File: src/common/vec_isa_pkg.sv
package vec_isa_pkg;

	// Datapath geometry
	localparam int vec_width = 128;
	localparam int lane_width = 8;
	localparam int lane_count = vec_width / lane_width;  // 16 byte lanes
	localparam int lane_shift_width = $clog2(lane_width); // Shift amount bits per lane

	// Register file
	localparam int reg_count = 16;
	localparam int reg_addr_width = $clog2(reg_count);

	localparam int op_width = 5;

	// Vector opcodes, scalar lane ops in the low codes
	typedef enum logic [op_width-1:0] {
		nop = 5'b00000,
		op_add = 5'b00001,
		op_sub = 5'b00010,
		op_and = 5'b00011,
		op_or = 5'b00100,
		op_xor = 5'b00101,
		op_sll = 5'b00110, // Per byte, by low bits of src_b byte
		op_srl = 5'b00111,

		// AES round operations
		op_add_round_key = 5'b10011,
		op_shift_rows = 5'b10100,
		op_mix_columns = 5'b10101,
		op_rot_word = 5'b10110,
		op_rcon = 5'b10111
	} vec_op_e;

endpackage
File: src/hdl/vector_regfile.sv
module vector_regfile (
	input logic clk,
	input logic rst_n,
	input logic we,
	input logic [vec_isa_pkg::reg_addr_width-1:0] waddr,
	input logic [vec_isa_pkg::vec_width-1:0] wdata,
	input logic [vec_isa_pkg::reg_addr_width-1:0] raddr_a,
	input logic [vec_isa_pkg::reg_addr_width-1:0] raddr_b,
	output logic [vec_isa_pkg::vec_width-1:0] rdata_a,
	output logic [vec_isa_pkg::vec_width-1:0] rdata_b
);
	import vec_isa_pkg::*;

	logic [vec_width-1:0] regs [reg_count];

	// Every register comes out of reset as zero
	always_ff @(posedge clk or negedge rst_n) begin
		if (!rst_n) begin
			for (int i = 0; i < reg_count; i++) begin
				regs[i] <= '0;
			end
		end else if (we) begin
			regs[waddr] <= wdata;
		end
	end

	// Combinational reads, old value during a write
	assign rdata_a = regs[raddr_a];
	assign rdata_b = regs[raddr_b];

	// Unknown address would smear X over the whole array
	a_waddr_known: assert property (@(posedge clk) disable iff (!rst_n)
		we |-> !$isunknown(waddr))
		else $error("Register write with unknown address");

endmodule

File: config.mk
export PLATFORM = sky130hd
export DESIGN_NAME = vector_regfile
export DESIGN_NICKNAME = d
export VERILOG_FILES = /design/src/common/vec_isa_pkg.sv /design/src/hdl/vector_regfile.sv
export SDC_FILE = /design/constraint.sdc
export NUM_CORES = 2
export LEC_CHECK = 0
export BUFFER_PORTS_ARGS = -buffer_cell sky130_fd_sc_hd__buf_4
export CORE_MARGIN = 5
export CORE_UTILIZATION = 63
export DETAILED_ROUTE_END_ITERATION = 16
export PLACE_DENSITY = 0.8
export SLEW_MARGIN = 20
export SYNTH_ARGS = -nofsm -noshare
export SYNTH_HDL_FRONTEND = slang
export SYNTH_SLANG_ARGS = --single-unit
export TNS_END_PERCENT = 50
File: constraint.sdc
create_clock -name clk -period 2.24 [get_ports clk]
set_input_delay 0.224 -clock clk [delete_from_list [all_inputs] [get_ports clk]]
set_output_delay 0.224 -clock clk [all_outputs]
set_load 0.01 [all_outputs]
==> results_dict.tcl <==
set metrics [dict create \
    io_buffers 398 \
    pre_cts_slack_ns -0.149 \
    fin_cells 9589 \
    peakVddDrop_uv 815 \
    cts_num_sinks 2048 \
    top_register "regs" \
    slew-limit-headroom_pct 50.5 \
    clk_pin_slew_worst_paths_ns 0.07 \
    cts_buffer_depth 3 \
    ys_seq_area_share_pct 47.9 \
    drive_above_1_share_pct 66.0 \
    initial_utilization_pct 63.3 \
    arrival_ns 2.53 \
    ys_ff_latch 2048 \
    drcViolationCount 0 \
    ioPinCount 399 \
    gp_congestion 0.845 \
    track_usage_pct 34.4 \
    grt_setup_unrepaired "yes" \
    ys_warn_count 0 \
    cts_buffers 210 \
    syn-num-nets 6580 \
    syn-cell-area_mm2 0.107 \
    first_pass_iters 5 \
    fin_nets 7321 \
    grt_first_pass_wirelength_um 466000 \
    fin_crit_ns 2.75 \
    grt_max_degree 115 \
    wl_per_cell_um 31.7 \
    fin_area_mm2 0.128 \
    worstSkewPairLatency_ns 0.85 \
    cts-htree-levels 4 \
    cts_tree "yes" \
    critPathLaunchType "flip-flop" \
    final_max_slew_viol_count 0 \
    syn2layout_area_growth_pct 19.9 \
    synth.area.top_cells "dfrtp_1 48%, mux4_2 24%, mux2_2 22%" \
    path_class "reg2out" \
    fin_ws_ns -0.514 \
    final.period_utilization_pct 123 \
    chipWidth_um 422 \
    cts_root_buf "clkbuf_16" \
    placed_cells 8898 \
    drv_cap 0 \
    synth_top_area_cell "dfrtp_1" \
    synth_flop_cell "dfrtp_1" \
    critical_path_peak_fanout 3 \
    hold_class "in2reg" \
    die_h_um 422 \
    grt_pass1_vias 72800 \
    finish.utilization_pct 75.9 \
    synth_edf_count 0 \
    synth_area_per_cell_um2 16.6 \
    status "complete, but fails checks" \
    dp_hpwl_um 189000 \
    setup_viol 256 \
    grt_overflow 0 \
    endpoint_kind "output pin" \
    ant_nets 0 \
    largest_register_ffs 2048 \
    wl_um 304000 \
    via_per_inst 7.05 \
    timing.fmax_ghz 0.363 \
    num_rows 151 \
    ys_async_sr_fraction_pct 100 \
    synthCells 6437 \
    top_regs "regs (2048)" \
    synth_commonest_cells "2048 x dfrtp_1, 2048 x mux2_2, 1146 x mux4_2, 338 x buf_2, 266 x clkbuf_1" \
    p_per_area_mw_per_mm2 940 \
    antenna_found_initial 22 \
    via_count 67600 \
    dieArea_mm2 0.178 \
    ys_types 25 \
    hold_violations 0 \
    power.leakage_nw 53.4 \
    critPathRequiredTime_ns 2.02 \
    place_area_mm2 0.117 \
    violations "negative setup slack" \
    drtIter0Drc 6284 \
    skew_ns 0 \
    yosysTopAreaCellShare_pct 47.9 \
    core_area_mm2 0.169 \
    tightest_slew_ns 0.742 \
    power_mw 121 \
]
-- per-stage QoR --
step	setup TNS, ns	hold WS [ns]
4_1_cts	-99.78	0.0113
2_1_floorplan	0	-0.0716
5_1_grt	-101.73	0.0684
3_3_place_gp	-6.85	0.168
6_report	-83.47	0.0869
3_5_place_dp	-7.85	0.151
-- what timing repair did --
item / 4_1_cts / 5_1_grt
resized for setup: 358 / 98
setup endpoints to repair: 256 / 256
hold buffers: 130 / 0
gates cloned: 0 / 0
setup buffers: 104 / 53
hold endpoints to repair: 3399 / 0
pin swaps: 86 / 32
-- worst max-delay path: stages (launching register included) --
cell	delay (ns)
dfrtp_1	0.41
mux4_2	0.49
mux4_2	0.62
buf_6	0.18
-- layout make-up --
| cell class | instances | area, um^2 |
|---|---|---|
| antenna | 20 | 50.0 |
| clock buffer | 288 | 5980 |
| clock inverter | 97 | 1200 |
| fill | 9565 | 40800 |
| inverter | 2 | 22.5 |
| multi-input combinational | 3713 | 54000 |
| sequential | 2048 | 51200 |
| tap | 2218 | 2780 |
| timing repair buffer | 1203 | 13000 |
-- logic make-up after synthesis --
kind of cell | Yosys count | synth area share, %
flip-flops | 2048 | 47.9
AO/OA/AOI/OAI | 236 | 1.44
buffers and inverters | 676 | 2.90
multiplexers | 3343 | 47.1
AND/OR/NAND/NOR | 134 | 0.705
-- power breakdown --
group | switching (mW) | leakage (nW) | total, mW | internal, mW
Combinational | 11.4 | 24.7 | 31.6 | 20.3
Clock | 15.1 | 3.55 | 36.5 | 21.4
Sequential | 6.75 | 25.1 | 52.4 | 45.7
Total | 33.2 | 53.4 | 121 | 87.4
-- path summary, 6_finish.rpt --
check                      cells after the start                    from                endpoint  slack (ns)
setup / recovery                               3  regs[1156]$_DFFE_PN0P_              rdata_a[4]       -0.51
hold / removal                                 4                waddr[0]  regs[1410]$_DFFE_PN0P_        0.09
setup reg to reg                               3  regs[1595]$_DFFE_PN0P_  regs[1595]$_DFFE_PN0P_        1.20
hold reg to reg                                1  regs[1114]$_DFFE_PN0P_  regs[1114]$_DFFE_PN0P_        0.52
max in group asynchronous                      4                   rst_n    regs[81]$_DFFE_PN0P_        1.30
min in group asynchronous                      3                   rst_n  regs[1387]$_DFFE_PN0P_        0.23
-- metal layers --
metal | wire, um | track usage (%) | up-vias
met5 | 13 | 0 | -
met4 | 16100 | 16.2 | 2
met3 | 21200 | 5.75 | 811
met2 | 152000 | 56.1 | 3231
met1 | 114000 | 45.9 | 36800
li1 | - | - | 26800
-- cell usage in the layout (no fill, tap or decap), drive strengths merged, types with 55 or more instances in the layout --
cell,instances
buf,1073
clkinv,55
a21oi,101
clkbuf,289
mux4,1146
dlygate4sd3,129
mux2i,149
dfrtp,2048
a211oi,86
nor2b,87
mux2,2048
Note: power is estimated with default switching activity, not from simulation.
