$ cat src/common/aes_pkg.sv
package aes_pkg;

	localparam int byte_width = 8;
	localparam int word_width = 32;

	// State is 4 x 4 bytes, column major
	localparam int state_bytes = 16;
	localparam int state_words = 4;  // Columns
	localparam int state_rows = 4;   // Bytes per column

	// xtime reduction, x^8 + x^4 + x^3 + x + 1
	localparam logic [byte_width-1:0] gf_poly = 8'h1b;

	// Key schedule round number from the low bits of src_b
	localparam int round_width = 4;
	localparam int rcon_count = 10;

	// Round constants, entry 0 is the first round
	localparam logic [byte_width-1:0] rcon_table [0:rcon_count-1] = '{
		8'h01,
		8'h02,
		8'h04,
		8'h08,
		8'h10,
		8'h20,
		8'h40,
		8'h80,
		8'h1b,
		8'h36
	};

endpackage

$ cat src/common/vec_isa_pkg.sv
package vec_isa_pkg;

	// Datapath geometry
	localparam int vec_width = 128;
	localparam int lane_width = 8;
	localparam int lane_count = vec_width / lane_width;  // 16 byte lanes
	localparam int lane_shift_width = $clog2(lane_width); // Shift amount bits per lane

	// Register file
	localparam int reg_count = 16;
	localparam int reg_addr_width = $clog2(reg_count);

	localparam int op_width = 5;

	// Vector opcodes, scalar lane ops in the low codes
	typedef enum logic [op_width-1:0] {
		nop = 5'b00000,
		op_add = 5'b00001,
		op_sub = 5'b00010,
		op_and = 5'b00011,
		op_or = 5'b00100,
		op_xor = 5'b00101,
		op_sll = 5'b00110, // Per byte, by low bits of src_b byte
		op_srl = 5'b00111,

		// AES round operations
		op_add_round_key = 5'b10011,
		op_shift_rows = 5'b10100,
		op_mix_columns = 5'b10101,
		op_rot_word = 5'b10110,
		op_rcon = 5'b10111
	} vec_op_e;

endpackage
$ cat src/hdl/vector_alu.sv
module vector_alu (
	input vec_isa_pkg::vec_op_e op,
	input logic [vec_isa_pkg::vec_width-1:0] src_a,
	input logic [vec_isa_pkg::vec_width-1:0] src_b,
	output logic [vec_isa_pkg::vec_width-1:0] result,
	output logic op_defined
);
	import vec_isa_pkg::*;
	import aes_pkg::*;

	logic [vec_width-1:0] lane_result;
	logic [vec_width-1:0] add_round_key_result;
	logic [vec_width-1:0] shift_rows_result;
	logic [vec_width-1:0] mix_columns_result;
	logic [vec_width-1:0] rot_word_result;
	logic [vec_width-1:0] rcon_result;

	// Source byte for ShiftRows, row r moves left by r columns
	function automatic int shift_rows_src(input int k);
		int col;
		int row;
		col = k / state_rows;
		row = k % state_rows;
		shift_rows_src = state_rows * ((col + row) % state_words) + row;
	endfunction

	// All lanes share one opcode
	for (genvar i = 0; i < lane_count; i++) begin : g_lane
		byte_alu u_lane (
			.op(op),
			.a(src_a[lane_width*i +: lane_width]),
			.b(src_b[lane_width*i +: lane_width]),
			.y(lane_result[lane_width*i +: lane_width])
		);
	end

	assign add_round_key_result = src_a ^ src_b;

	for (genvar k = 0; k < state_bytes; k++) begin : g_shift_rows
		assign shift_rows_result[byte_width*k +: byte_width] =
			src_a[byte_width*shift_rows_src(k) +: byte_width];
	end

	aes_mix_columns u_mix_columns (
		.state_in(src_a),
		.state_out(mix_columns_result)
	);

	aes_key_word u_key_word (
		.state_in(src_a),
		.round(src_b[round_width-1:0]), // Round number rides in src_b
		.rot_out(rot_word_result),
		.rcon_out(rcon_result)
	);

	always_comb begin
		result = '0;
		op_defined = 1'b1;
		case (op)
			op_add, op_sub, op_and, op_or, op_xor, op_sll, op_srl: begin
				result = lane_result;
			end
			op_add_round_key: result = add_round_key_result;
			op_shift_rows: result = shift_rows_result;
			op_mix_columns: result = mix_columns_result;
			op_rot_word: result = rot_word_result;
			op_rcon: result = rcon_result;
			default: op_defined = 1'b0; // nop and unused codes
		endcase
	end

endmodule

$ cat src/aes/aes_key_word.sv
module aes_key_word (
	input logic [vec_isa_pkg::vec_width-1:0] state_in,
	input logic [aes_pkg::round_width-1:0] round,
	output logic [vec_isa_pkg::vec_width-1:0] rot_out,
	output logic [vec_isa_pkg::vec_width-1:0] rcon_out
);
	import aes_pkg::*;

	logic [byte_width-1:0] rcon_byte;

	// No round constant past the last round
	always_comb begin
		if (round < rcon_count) begin
			rcon_byte = rcon_table[round];
		end else begin
			rcon_byte = '0;
		end
	end

	for (genvar w = 0; w < state_words; w++) begin : g_word
		logic [word_width-1:0] word;

		assign word = state_in[word_width*w +: word_width];

		// RotWord, row 0 takes row 1 and row 3 takes row 0
		assign rot_out[word_width*w +: word_width] =
			{word[byte_width-1:0], word[word_width-1:byte_width]};

		// Rcon lands in row 0 only
		assign rcon_out[word_width*w +: word_width] =
			word ^ {{(word_width-byte_width){1'b0}}, rcon_byte};
	end

endmodule

$ cat src/aes/aes_mix_columns.sv
module aes_mix_columns (
	input logic [vec_isa_pkg::vec_width-1:0] state_in,
	output logic [vec_isa_pkg::vec_width-1:0] state_out
);
	import aes_pkg::*;

	// Multiply by x in GF(2^8)
	function automatic logic [byte_width-1:0] xtime(input logic [byte_width-1:0] x);
		xtime = {x[byte_width-2:0], 1'b0} ^ (x[byte_width-1] ? gf_poly : '0);
	endfunction

	for (genvar c = 0; c < state_words; c++) begin : g_col
		logic [byte_width-1:0] s0, s1, s2, s3;
		logic [byte_width-1:0] x0, x1, x2, x3; // 2 * s

		assign s0 = state_in[word_width*c +: byte_width];
		assign s1 = state_in[word_width*c + byte_width +: byte_width];
		assign s2 = state_in[word_width*c + 2*byte_width +: byte_width];
		assign s3 = state_in[word_width*c + 3*byte_width +: byte_width];

		assign x0 = xtime(s0);
		assign x1 = xtime(s1);
		assign x2 = xtime(s2);
		assign x3 = xtime(s3);

		// Rows of the 02 03 01 01 circulant, 3s = 2s ^ s
		assign state_out[word_width*c +: byte_width] = x0 ^ x1 ^ s1 ^ s2 ^ s3;
		assign state_out[word_width*c + byte_width +: byte_width] = s0 ^ x1 ^ x2 ^ s2 ^ s3;
		assign state_out[word_width*c + 2*byte_width +: byte_width] = s0 ^ s1 ^ x2 ^ x3 ^ s3;
		assign state_out[word_width*c + 3*byte_width +: byte_width] = x0 ^ s0 ^ s1 ^ s2 ^ x3;
	end

	// FIPS-197 test column db 13 53 45 maps to 8e 4d a1 bc
	// Sampled on any change of the output, so each settled pair is seen
	a_known_column: assert property (@(state_out)
		(state_in[word_width-1:0] == 32'h4553_13db) |->
			(state_out[word_width-1:0] == 32'hbca1_4d8e))
		else $error("MixColumns known column mismatch");

endmodule

$ cat src/hdl/byte_alu.sv
module byte_alu (
	input vec_isa_pkg::vec_op_e op,
	input logic [vec_isa_pkg::lane_width-1:0] a,
	input logic [vec_isa_pkg::lane_width-1:0] b,
	output logic [vec_isa_pkg::lane_width-1:0] y
);
	import vec_isa_pkg::*;

	logic [lane_shift_width-1:0] shamt;

	// Only the low bits of b count for shifts
	assign shamt = b[lane_shift_width-1:0];

	always_comb begin
		case (op)
			op_add: begin
				y = a + b; // Wraps mod 256
			end
			op_sub: begin
				y = a - b;
			end
			op_and: begin
				y = a & b;
			end
			op_or: begin
				y = a | b;
			end
			op_xor: begin
				y = a ^ b;
			end
			op_sll: begin
				y = a << shamt;
			end
			op_srl: begin
				y = a >> shamt; // Logical, zero fill
			end
			default: begin
				// AES codes and nop are handled above the lanes
				y = '0;
			end
		endcase
	end

endmodule

$ cat config.mk
export PLATFORM = sky130hd
export DESIGN_NAME = vector_alu
export DESIGN_NICKNAME = d
export VERILOG_FILES = /design/src/common/aes_pkg.sv /design/src/common/vec_isa_pkg.sv /design/src/hdl/vector_alu.sv /design/src/aes/aes_key_word.sv /design/src/aes/aes_mix_columns.sv /design/src/hdl/byte_alu.sv
export SDC_FILE = /design/constraint.sdc
export NUM_CORES = 2
export LEC_CHECK = 0
export BUFFER_PORTS_ARGS = -buffer_cell sky130_fd_sc_hd__buf_2
export CORE_MARGIN = 2
export CORE_UTILIZATION = 35
export DETAILED_ROUTE_END_ITERATION = 8
export PLACE_DENSITY_LB_ADDON = 0.08
export REMOVE_ABC_BUFFERS = 1
export SYNTH_ARGS = -nofsm -noshare
export SYNTH_HDL_FRONTEND = slang
export SYNTH_SLANG_ARGS = --single-unit
$ cat constraint.sdc
create_clock -name vclk -period 2.9
set_input_delay 0 -clock vclk [all_inputs]
set_output_delay 0 -clock vclk [all_outputs]
set_load 0.03 [all_outputs]
==> results.ini <==
[outcome]
outcome = complete, no violations

[die]
io_pins = 390
die_h_um = 292
rows = 105
core_um2 = 82100
die-area_um2 = 85300
start_util_pct = 35.4
fp.dieW_um = 292

[timing]
min_period_ps = 2820
fmax_ghz = 0.354
rsz0062_at_grt = yes
hold_ws_ps = 441
finalSetupViolCount = 0
finalHoldViolCount = 0
worst_pin_slew_ps = 834
max_slew_margin_pct = 44.0
drv_slew = 0
finalCritPeriodShare_pct = 97.3

[yosys]
syn_inst = 3835
syn_area_um2 = 29000
synth_area_leaders = ha_1 17%, xnor2_1 16%, mux4_2 8.3%
yosysWarnings = 0
yosysSeqAreaShare_pct = 0
synth.top_cell.area_share_pct = 17.5
avgSynthCellArea_um2 = 7.57
yosysTopAreaCell = ha_1
synth.distinct_cells = 93

[detailed_routing]
first_pass_iters = 9
drt_iter0_markers = 4010
ant_nets = 0
routedWlPerCell_um = 29.8
vias = 33000
viasPerCell = 6.34
wirelength_um = 155000
drc = 0

[global_route]
antenna_found_initial = 9
gr-total-overflow = 0
grt_use_met2_pct = 54.9
grt_pass1_vias = 31300
grt_use_met3_pct = 4.48
grt_max_degree = 52
grt-busiest-layer = met2
grt_pass1_wl_um = 222000
gr-usage-met1_pct = 47.4
grt_util_all_layers_pct = 34.5

[worst_setup_path]
endpoint_kind = output pin
crit_path_top_delay_cell = or3_4
startpoint_type = primary input
critPathLaunch = op[2]
critical_path_arrival_ps = 2820
criticalPathCategory = primary input to output pin
critPathRequiredTime_ps = 2900
cp_max_fo = 7
critPathMaxStageDelay_ps = 430
crit_chain = buf_6 -> or3_4 -> nor2_8 -> buf_12 -> buf_12 -> nor2_4 -> xnor2_2 -> ha_1 -> nor2b_4 -> o31a_1 -> o21a_1 -> nor2_2 -> xnor2_1 -> a211o_1 -> buf_6

[layout]
fin_cells = 5197
syn_to_final_growth_pct = 13.9
layout-drive-gt1-share_pct = 20.5
final_common_cell = xnor2_1
layout.nets = 4806
nFlopsAndLatches = 0
final_cell_mix = 537 x xnor2_1, 405 x ha_1, 380 x buf_2
multi_input_comb_area_um2 = 26300
regArea_um2 = 0
clockBufferCount = 0
nFillCells = 8758

[hold_path]
whs_path_depth = 4
min_from = op[2]
min_path_type = primary input to output pin

[placed_design]
gp_congestion = 0.954
place_inst = 5185
io_buffers = 390
dp_hpwl_um = 117000

[job]
cap_violations = 0

[clocking]
hold_buffers = 0

## Yosys cell counts (11+ instances only)
cell and n:
buf_2 179, a22oi_1 77, o41ai_1 16, a221oi_1 100, o2111ai_1 39, mux4_2 107, ha_1 405, a21o_1 24
xnor2_1 539, nand4_1 31, a21oi_1 142, a31oi_1 58, inv_1 265, o22ai_1 51, nor4_1 11, a221o_1 15
buf_1 18, nor2b_1 33, a211o_1 32, buf_6 21, o21a_1 19, o21ai_0 131, o211ai_1 84, nor2_1 335
nor3_1 68, clkbuf_1 124, nand3_1 89, a211oi_1 43, nand2b_1 21, xor2_1 105, mux2i_1 72, or3_1 15
buf_4 36, and3_1 18, fa_1 16, nand2_1 220, a32oi_1 14, a222oi_1 76
## logic make-up after synthesis
| logic type | count (synthesis) | synth area share [%] |
|---|---|---|
| AO/OA/AOI/OAI | 1034 | 26.0 |
| XOR/XNOR | 653 | 20.0 |
| adder cells (fa/ha/maj) | 422 | 18.6 |
| buffers and inverters | 657 | 10.4 |
| multiplexers | 186 | 11.1 |
| AND/OR/NAND/NOR | 883 | 14.0 |
## final timing paths
path | slack (ps) | to
worst max-delay path | 80 | result[22]
worst min-delay path | 440 | op_defined
## worst max-delay path, delay by kind of cell
family	cells	cell delay (ps)
AO/OA/AOI/OAI	3	810
XOR/XNOR	2	210
adder cells (fa/ha/maj)	1	360
buffers and inverters	4	520
AND/OR/NAND/NOR	5	920
## layout make-up
cell class                      instances  share of cell area [%]
Antenna cell                            5                  0.0378
Tap cell                             1070                    4.05
Timing Repair Buffer                  667                    13.4
Inverter                              277                    3.14
Multi-Input combinational cell       3178                    79.4
## stage by stage
step	instance area, µm²	util, %	TNS (ps)	setup WS [ps]
after detailed placement	32800	40.0	0	17.7
after global placement	32800	40.0	0	43.9
after global routing	33100	40.3	-96.9	-44.0
after floorplan	27100	-	-184960	-1750
after CTS	32800	40.0	0	14.0
final	33100	40.3	0	77.2
## routing by layer
| layer | routed length [µm] | vias up |
|---|---|---|
| li1 | - | 14600 |
| met1 | 66000 | 16200 |
| met2 | 69100 | 1834 |
| met3 | 13000 | 293 |
| met4 | 6550 | 10 |
| met5 | 68 | - |
## timing repair
item / CTS / global route
endpoints found under the setup margin: 0 / 47
resized for setup: 0 / 46
buffers inserted: 0 / 6
